===== src/fb_settings.svh =====
`ifndef FB_SETTINGS_SVH
`define FB_SETTINGS_SVH

// screen size in pixels
`define FB_HRES 320
`define FB_VRES 180

// widths of the raster counters
`define FB_HCOUNT_W 9
`define FB_VCOUNT_W 8

// linear pixel address covers HRES*VRES pixels
`define FB_PIX_W 16
// word address drops the three lane bits
`define FB_ADDR_W 13

// write request entries held before memory
`define FB_QUEUE_DEPTH 4

// credits granted by the memory port after reset
`define FB_MEM_CREDITS 2

`endif

===== src/fb_pkg.sv =====
`include "fb_settings.svh"

package fb_pkg;

    // one pixel from the rasterizer
    typedef struct packed {
        logic [`FB_HCOUNT_W-1:0] hcount;
        logic [`FB_VCOUNT_W-1:0] vcount;
        logic [15:0]             color;
        logic                    mask_zero;
    } pixel_t;

    // lanes for the coalescer and bytes for the memory port
    typedef union packed {
        logic [7:0][15:0] lane;
        logic [15:0][7:0] bytes;
    } mem_word_t;

    // strobe bit n enables data byte n
    typedef struct packed {
        logic [`FB_ADDR_W-1:0] addr;
        mem_word_t             data;
        logic [15:0]           strobe;
    } mem_req_t;

endpackage


===== src/fb_write_path.sv =====
`timescale 1ns/100ps

module fb_write_path import fb_pkg::*; (
    input  logic     clk_in,
    input  logic     rst_in,
    input  pixel_t   pixel_in,
    input  logic     pixel_valid,
    output logic     pixel_ready,
    input  logic     frame,
    output mem_req_t mem_req,
    output logic     mem_valid,
    input  logic     mem_credit
);

    // coalescer to queue
    logic     push;
    mem_req_t push_req;
    logic     full;

    write_coalescer i_write_coalescer (
        .clk_in      (clk_in),
        .rst_in      (rst_in),
        .pixel_in    (pixel_in),
        .pixel_valid (pixel_valid),
        .pixel_ready (pixel_ready),
        .frame       (frame),
        .full        (full),
        .push        (push),
        .push_req    (push_req)
    );

    // credit flow toward memory
    write_req_queue i_write_req_queue (
        .clk_in     (clk_in),
        .rst_in     (rst_in),
        .push       (push),
        .push_req   (push_req),
        .full       (full),
        .mem_req    (mem_req),
        .mem_valid  (mem_valid),
        .mem_credit (mem_credit)
    );

endmodule


===== src/write_req_queue.sv =====
`timescale 1ns/100ps
`include "fb_settings.svh"

module write_req_queue import fb_pkg::*; (
    input  logic     clk_in,
    input  logic     rst_in,
    input  logic     push,
    input  mem_req_t push_req,
    output logic     full,
    output mem_req_t mem_req,
    output logic     mem_valid,
    input  logic     mem_credit
);

    // depth is a power of two so pointers wrap on their own
    mem_req_t                           entries [`FB_QUEUE_DEPTH];
    logic [$clog2(`FB_QUEUE_DEPTH)-1:0] wr_ptr;
    logic [$clog2(`FB_QUEUE_DEPTH)-1:0] rd_ptr;
    logic [$clog2(`FB_QUEUE_DEPTH):0]   count;
    logic [$clog2(`FB_MEM_CREDITS):0]   credits;
    logic                               empty;
    logic                               issue;

    assign empty = (count == 0);
    assign full  = (count == `FB_QUEUE_DEPTH);

    // head goes out as soon as memory holds room for it
    assign issue = !empty && (credits != 0);

    always_ff @(posedge clk_in) begin
        if (rst_in) begin
            wr_ptr    <= '0;
            rd_ptr    <= '0;
            count     <= '0;
            credits   <= `FB_MEM_CREDITS;
            mem_valid <= 1'b0;
        end else begin
            mem_valid <= issue;

            if (push) begin
                wr_ptr <= wr_ptr + 1'b1;
            end
            if (issue) begin
                rd_ptr <= rd_ptr + 1'b1;
            end

            case ({push, issue})
                2'b10:   count <= count + 1'b1;
                2'b01:   count <= count - 1'b1;
                default: count <= count;
            endcase

            // one credit per issue, one back per pulse
            case ({mem_credit, issue})
                2'b10:   credits <= credits + 1'b1;
                2'b01:   credits <= credits - 1'b1;
                default: credits <= credits;
            endcase
        end
    end

    always_ff @(posedge clk_in) begin
        if (push) begin
            entries[wr_ptr] <= push_req;
        end
        if (issue) begin
            mem_req <= entries[rd_ptr];
        end
    end

    // memory never returns more than it granted
    assert property (@(posedge clk_in) disable iff (rst_in) credits <= `FB_MEM_CREDITS)
        else $error("write_req_queue credit count above the reset grant");

    // every request on the port was covered by a credit
    assert property (@(posedge clk_in) disable iff (rst_in)
        mem_valid |-> $past(credits) != 0)
        else $error("write_req_queue issued a request without a credit");

endmodule


===== src/write_coalescer.sv =====
`timescale 1ns/100ps
`include "fb_settings.svh"

module write_coalescer import fb_pkg::*; (
    input  logic     clk_in,
    input  logic     rst_in,
    input  pixel_t   pixel_in,
    input  logic     pixel_valid,
    output logic     pixel_ready,
    input  logic     frame,
    input  logic     full,
    output logic     push,
    output mem_req_t push_req
);

    // open word
    logic [`FB_ADDR_W-1:0] cur_addr;
    mem_word_t             cur_data;
    logic [15:0]           cur_strobe;
    logic [7:0]            cur_written;
    logic                  cur_masked;
    logic                  word_open;

    // incoming pixel position
    logic [`FB_PIX_W-1:0]  pix_addr;
    logic [`FB_ADDR_W-1:0] pix_word;
    logic [2:0]            pix_lane;

    logic                  ready_en;
    logic                  accept;
    logic                  frame_acc;
    logic                  foreign;
    logic                  fresh;
    logic                  close_old;
    logic                  close_new;

    // open word after merging the incoming pixel
    mem_word_t             mrg_data;
    logic [15:0]           mrg_strobe;
    logic [7:0]            mrg_written;
    logic                  mrg_masked;

    logic                  push_masked;

    assign pix_addr = `FB_PIX_W'(pixel_in.hcount)
                    + `FB_PIX_W'(`FB_HRES) * `FB_PIX_W'(pixel_in.vcount);
    assign pix_word = pix_addr[`FB_PIX_W-1:3];
    assign pix_lane = pix_addr[2:0];

    assign word_open = |cur_written;

    // stall while a word goes out or the queue is full
    assign pixel_ready = ready_en && !push && !full;
    assign accept      = pixel_valid && pixel_ready;
    assign frame_acc   = frame && pixel_ready;

    assign foreign = word_open && (pix_word != cur_addr);

    // a pixel that comes with the frame pulse starts the next word
    assign fresh = !word_open || frame_acc || foreign;

    assign close_old = word_open && (frame_acc || (accept && foreign));
    assign close_new = accept && (&mrg_written);

    always_comb begin
        mrg_data    = fresh ? '0 : cur_data;
        mrg_strobe  = fresh ? '0 : cur_strobe;
        mrg_written = fresh ? '0 : cur_written;
        mrg_masked  = fresh ? 1'b0 : cur_masked;

        // later pixel on the same lane overwrites data and strobe
        mrg_data.lane[pix_lane]          = pixel_in.color;
        mrg_strobe[{pix_lane, 1'b0} +: 2] = {2{!pixel_in.mask_zero}};
        mrg_written[pix_lane]            = 1'b1;
        mrg_masked                       = mrg_masked || pixel_in.mask_zero;
    end

    always_ff @(posedge clk_in) begin
        if (rst_in) begin
            ready_en    <= 1'b0;
            push        <= 1'b0;
            cur_written <= '0;
        end else begin
            ready_en <= 1'b1;
            push     <= close_old || close_new;

            if (accept) begin
                // a full word leaves now and nothing stays open
                cur_written <= close_new ? '0 : mrg_written;
            end else if (frame_acc) begin
                cur_written <= '0;
            end
        end
    end

    always_ff @(posedge clk_in) begin
        if (accept) begin
            cur_addr   <= pix_word;
            cur_data   <= mrg_data;
            cur_strobe <= mrg_strobe;
            cur_masked <= mrg_masked;
        end

        if (close_old) begin
            push_req.addr   <= cur_addr;
            push_req.data   <= cur_data;
            push_req.strobe <= cur_strobe;
            push_masked     <= cur_masked;
        end else if (close_new) begin
            push_req.addr   <= pix_word;
            push_req.data   <= mrg_data;
            push_req.strobe <= mrg_strobe;
            push_masked     <= mrg_masked;
        end
    end

    // queue must have room for every word we send
    assert property (@(posedge clk_in) disable iff (rst_in) push |-> !full)
        else $error("write_coalescer pushed into a full queue");

    // empty strobe only if some lane was written masked
    assert property (@(posedge clk_in) disable iff (rst_in)
        push |-> (push_req.strobe != '0) || push_masked)
        else $error("write_coalescer pushed a word with no strobe and no masked lane");

endmodule


===== config.mk =====
export PLATFORM = sky130hd
export DESIGN_NAME = fb_write_path
export DESIGN_NICKNAME = d
export VERILOG_FILES = /design/src/fb_pkg.sv /design/src/fb_write_path.sv /design/src/write_req_queue.sv /design/src/write_coalescer.sv
export VERILOG_INCLUDE_DIRS = /design/src
export SDC_FILE = /design/constraint.sdc
export NUM_CORES = 1
export LEC_CHECK = 0
export ABC_AREA = 1
export CORE_MARGIN = 2
export CORE_UTILIZATION = 65
export DETAILED_ROUTE_END_ITERATION = 7
export DONT_BUFFER_PORTS = 1
export PLACE_DENSITY = 0.81
export SYNTH_ARGS = -nofsm -noshare
export SYNTH_HDL_FRONTEND = slang
export SYNTH_SLANG_ARGS = --single-unit

===== constraint.sdc =====
create_clock -name clk_in -period 33.3 [get_ports clk_in]
set_clock_uncertainty 0.05 [all_clocks]
set_input_delay 3.33 -clock clk_in [delete_from_list [all_inputs] [get_ports clk_in]]
set_output_delay 3.33 -clock clk_in [all_outputs]
set_load 0.01 [all_outputs]

* Word level (Yosys, flattened, before mapping)
Memory sizes are Yosys's and may differ from the RTL's. A register that Yosys moved wholly into a read port is not among the register bits. Index checks and enable logic that the tools add are counted.
Storage, ports and cells: flip-flop bits (word level) 334, output and inout port bits 159, input port bits 39, RAM bits 628, word-level logic and storage cells 81, memories kept 1
Operators by class: $add $sub $neg 8, eq/ne operators 6, shift operators 2, reductions and logical operators 27, mux-type cells 19, multipliers 1, bitwise operators 1, order comparisons 2
Memories:
- i_write_req_queue.entries | depth 4, bits a word 157, rd ports 1, clocked after Yosys merged registers in 1, wr ports 1, line write_req_queue.sv:16 | mem_req_t entries [`FB_QUEUE_DEPTH];
Operator list (number):
- 157-bit two-way mux | 2
- 128-bit bitwise mux | 1
- 128-bit two-way mux | 1
- 16-bit demux with 3-bit select | 1
- 16-bit two-way mux | 2
- 8-bit two-way mux | 4
- 9-bit by 16-bit adder with 16-bit output | 1
- 16-bit bitwise mux | 1
- 2-bit by 6-bit variable shift with 16-bit output, first input constant | 1
- 2-bit by 6-bit indexed part select with 16-bit output | 1
- 13-bit inequality test | 1
- 1-bit logical AND | 10
- 3-bit by 8-bit multiplier with 10-bit output, first input constant | 1
- 2-bit nonzero test | 5
- 8-bit bitwise OR | 1
- 8-bit AND reduction | 1
- 8-bit OR reduction | 1
- 2-bit by 1-bit adder with 2-bit output, second input constant | 3
- 4-bit negator with 6-bit output | 1
- 3-bit one-hot mux with 2 select lines | 1
- 1-bit zero test | 5
- 2-bit by 1-bit equality test with 1-bit output, second input constant | 2
- 2-bit equality test, second input constant | 2
- 1-bit logical OR | 4
- other kinds (10) | 13

* Longest topological paths before layout
depth after elaboration 12, mapped depth 25

* Cells and area by module
Synthesis repeated with hierarchy kept, for this count alone.
Second synthesis, totals: cell total of the unflattened synthesis 3203, area total of the unflattened synthesis 44096.0 um^2
Modules (own cells, without submodules):
- write_req_queue | cells each 1754, sequential area each 23772.8 um^2, instances 1, area each 28623.7 um^2
- write_coalescer | cells each 1449, sequential area each 9629.2 um^2, instances 1, area each 15472.3 um^2

* Least setup slack after synthesis
Ideal clock, no wire load.
path type input -> register, start input port pixel_valid, end register, netlist name i_write_coalescer.push_req[0], buffers on the path 1, stages on the path 7, slack 21.629 ns, library setup time 0.523 ns, arrival time 11.097 ns, path through nand2_1 > inv_1 > nor2_1 > nor2_1 > nand2_2 > clkbuf_1 > nand2_1
On the way: longest elaborated chain between the ends 5, elaborated cells on any way between the ends 6
RTL lines:
- start: declaration | line fb_write_path.sv:7 | input logic pixel_valid,
- 1-bit logical AND (*) | line write_coalescer.sv:54 | assign accept = pixel_valid && pixel_ready;
- named net i_write_coalescer.accept | line write_coalescer.sv:30 | logic accept;
- 1-bit logical AND | line write_coalescer.sv:62 | assign close_old = word_open && (frame_acc || (accept && foreign));
- 1-bit logical OR | line write_coalescer.sv:62
- 1-bit logical AND | line write_coalescer.sv:62
- 2-bit nonzero test (no line) (*)
Mark *: on every way through the listed nets, which the timed path passes. The rest lies on a longest branch. A chain may end at the register's enable or synchronous reset.

* Worst setup path after layout
start input port pixel_in[18] (netlist name), end register, netlist name i_write_coalescer.push_req[69]
On the way: longest elaborated chain between the ends 10, elaborated cells on any way between the ends 13
RTL lines:
- start: declaration | line fb_write_path.sv:6 | input pixel_t pixel_in,
- 3-bit by 8-bit multiplier with 10-bit output (no line) (*)
- 9-bit by 16-bit adder with 16-bit output (no line) (*)
- named net i_write_coalescer.pix_addr[15] | line write_coalescer.sv:25 | logic [`FB_PIX_W-1:0] pix_addr;
- 13-bit inequality test (*) | line write_coalescer.sv:57 | assign foreign = word_open && (pix_word != cur_addr);
- 1-bit logical AND (*) | line write_coalescer.sv:57
- 1-bit logical OR | line write_coalescer.sv:60 | assign fresh = !word_open || frame_acc || foreign;
- 8-bit two-way mux | line write_coalescer.sv:68 | mrg_written = fresh ? '0 : cur_written;
- 8-bit bitwise OR (no line)
- 8-bit AND reduction | line write_coalescer.sv:63 | assign close_new = accept && (&mrg_written);
- 1-bit logical AND | line write_coalescer.sv:63
- 2-bit nonzero test (no line) (*)
Marked as above.

==> summary.md <==
| Metric | Value |
|---|---|
| Synthesized flop and latch total | between 1000 and 1500 |
| Worst hold-check path type | flop to flop |
| VDD IR max | 60.0 uV |
| Share of the synthesized area in the top cell type | 0.748 |
| Critical path's most frequent cell | nand2_1 |
| Dpl hpwl | 52600 um |
| Max-Cap Viols | 0 |
| Share of layout cells above drive strength 1 | 0.0868 |
| Critical path type | primary input to flop |
| Port Buffers | 0 |
| Largest fanout on the critical path | 184 |
| Outcome | finished, final reports clean |
| Die height | 264 um |
| Post-Syn Nets | 3258 |
| Final Util | 0.718 |
| Setup crit start kind | primary input |
| Hold_buf cts | 0 |
| Tcrit/Tclk final | 0.248 |
| Clock Pin Slew Worst Setup and Hold Paths | around 60 ps |
| Rows | 95 |
| Worst-skew pair later-pin latency | 690 ps |
| Initial antenna violation count | 6 |
| Filler Cell Count | 3968 |
| Critical path required time | around 34000 ps |
| Gpl congestion | 0.829 |
| Post-Layout Cell Count | 4101 |
| Worst rel slew slack | 0.119 |
| Synth warn | 0 |
| CP peak stage delay | 1090 ps |
| Area leader, netlist | edfxtp_1 |
| CTS tree | built |
| Crit path DAT | 8490 ps |
| Leakage Power | about 16 nW |
| Post-CTS sizing | 0 |
| Seq/Total Area, Yosys | 0.757 |
| Initial Util | 0.657 |
| DR iter-0 viols | 2696 |
| Via count | 25700 |
| DR DRC count | 0 |
| Synth Area per Inst | roughly 14 um2 |
| Post-route ant nets | 0 |
| Max-slew violation count | 0 |
| Root buf cell | clkbuf_16 |
| Total Wirelength | 95200 um |
| Worst slew pin tran | between 1000 and 1500 ps |
| Mapped cell area | roughly 0.044 mm2 |
| Yosys cell types | 39 |
| First-pass GRT wire length | 145000 um |
| Power Density | around 75 mW/mm2 |
| Ranking of synthesized cells by area | edfxtp_1 (75%), o21ai_0 (5.4%), nand2_1 (3.4%) |
| Final Hold Viols | 0 |
| Post-Synthesis Cells | 3193 |
| Crit end category | flop |
| WL/cell | between 20 and 25 um |
| Async set-reset flop share out of synthesis | 0 |
| Slowest stage cell, crit path | nand2_4 |
| # setup viols final | 0 |
| Die area | 0.0699 mm2 |
| TNS Setup | 0 ps |
| Fin nets | approximately 3200 |
| Inserted Clock Buffers | 107 |
| Ys flop type | edfxtp_1 |
| GR Overflow Total | 0 |
| Largest buffer count on any clock path | 3 |
| Area growth from synthesis to layout | 9.28% |
| DR vias/cell | 6.27 |
| Drt pass-1 iters | 6 |
| EDFF count, synth | 1099 |
| Largest net degree at the start of global routing | 185 |
| Placed insts | 3900 |
| Vias in the first global route | roughly 26000 |
| Clk sinks | 1119 |
| H-Tree Depth | 3 |
| Fin crit period | 8240 ps |
| Fmax | 121 MHz |
| RSZ-0062 raised after global routing | false |
| CP Cell Sequence | ha_1 > ha_1 > inv_1 > fa_1 > nor2_2 > nand3_1 > nand2_1 > nand2_1 > nor2_4 > nand4_1 > nand2_2 > nand2_1 > nand2_1 > nor2_8 > nand2_1 > nand2_8 > nand2_4 > buf_4 |
| GRT Total Usage | 0.273 |
| Core ar. | 0.0672 mm2 |
| Num ports | a little under 200 |
| Die Width | 264 um |
| Post-CTS setup buffers | 0 |
## cell usage in the layout, fill, tap and decap left out, types with 3 or more instances in the layout
| cell type | n |
|---|---|
| inv_6 | 9 |
| clkinv_2 | 20 |
| o21ai_0 | 476 |
| bufinv_16 | 10 |
| clkinvlp_4 | 6 |
| ha_1 | 23 |
| clkinv_1 | 24 |
| clkinv_4 | 4 |
| xnor2_1 | 3 |
| o22ai_1 | 157 |
| dfxtp_1 | 18 |
| o31ai_4 | 58 |
| nand2_1 | 404 |
| clkbuf_1 | 19 |
| nand4_1 | 5 |
| nand3_2 | 4 |
| buf_4 | 27 |
| nor2_1 | 338 |
| edfxtp_1 | 1099 |
| fa_1 | 3 |
| o21ai_1 | 3 |
| nor3_2 | 6 |
| nor4_1 | 3 |
| inv_1 | 217 |
| o31ai_1 | 84 |
| nand3_1 | 34 |
| a21oi_1 | 29 |
| nand2_2 | 4 |
| clkbuf_16 | 110 |
| inv_2 | 3 |
## flip-flops by register name (all words and copies together) (netlist names)
register                       cells
i_write_coalescer.cur_written      8
i_write_req_queue.rd_ptr           2
i_write_coalescer.cur_addr        13
i_write_req_queue.wr_ptr           2
i_write_coalescer.ready_en         1
i_write_coalescer.cur_strobe      16
i_write_req_queue.count            3
i_write_coalescer.push_req       157
i_write_req_queue.mem_req        157
i_write_req_queue.mem_valid        1
i_write_req_queue.credits          2
i_write_req_queue.entries        628
i_write_coalescer.cur_data       128
i_write_coalescer.push             1
## final cells by class
class / count / area [um2] / share of cell area
sequential: 1119 / 33400 / 0.693
multi-input combinational: 1653 / 9110 / 0.189
clock buffer: 129 / 2820 / 0.0586
tap: 873 / 1090 / 0.0227
inverter: 228 / 891 / 0.0185
clock inverter: 70 / 658 / 0.0137
timing repair buffer: 27 / 203 / 0.00421
antenna: 2 / 5.00 / 0.000104
## per-stage QoR
step,power (mW),hold WS [ps],worst slack [ps],instance area [um2]
floorplan,2.27,396,21630,44100
global placement,2.39,412,24490,44700
detailed placement,2.42,424,24310,44700
CTS,3.61,433,25000,48200
global route,3.72,457,24580,48200
finish,3.59,435,25060,48200
## metal layers
metal,global-route usage,vias up,routed length (um)
met2,0.453,1318,47600
met3,0.0611,215,9200
met1,0.358,12600,35700
met5,0,-,34
li1,-,11500,-
met4,0.0980,6,2700
## where the power goes
part / switching, mW / internal, mW / total [mW]
Sequential: 0.139 / 1.77 / 1.91
Combinational: 0.370 / 0.115 / 0.485
Clock: 0.514 / 0.684 / 1.20
Total: 1.02 / 2.57 / 3.59
## synthesized netlist by cell type (3+ instances only)
cell and number:
edfxtp_1 1099, o21ai_0 476, nand2_1 405, nor2_1 338, inv_1 223, o22ai_1 157
clkbuf_1 136, o31ai_1 84, o31ai_4 58, nand3_1 34, a21oi_1 29, buf_2 28
ha_1 23, buf_1 22, dfxtp_1 20, nor3_1 8, buf_6 7, nand2_2 5
nand4_1 5, nand3_2 4, fa_1 3, inv_2 3, nor4_1 3, o21ai_1 3
xnor2_1 3
## cell families after synthesis
| logic type | synth area share |
|---|---|
| compound gates | 0.123 |
| flops | 0.757 |
| buf+inv | 0.0378 |
| simple gates | 0.0725 |
| mux | 0.000255 |
| fa+ha+maj | 0.00789 |
| xor+xnor | 0.000795 |
## final timing paths
path	start	endpoint	slack, ps	depth (start not counted)
setup reg to reg	i_write_coalescer.push$_SDFF_PP0_	i_write_coalescer.push_req[69]$_DFFE_PP_	27420	10
hold / removal	i_write_coalescer.cur_written[4]$_SDFFE_PP0P_	i_write_coalescer.cur_written[4]$_SDFFE_PP0P_	430	2
setup / recovery	pixel_in[18]	i_write_coalescer.push_req[69]$_DFFE_PP_	25060	18
hold reg to reg	i_write_coalescer.cur_written[4]$_SDFFE_PP0P_	i_write_coalescer.cur_written[4]$_SDFFE_PP0P_	430	2
## worst max-delay path: cells and delay by family
| kind | cells | cell delay (ps) |
|---|---|---|
| buf+inv | 2 | 1050 |
| simple gates | 13 | 3000 |
| fa+ha+maj | 3 | 990 |
Note: power is estimated with default switching activity, not from simulation.
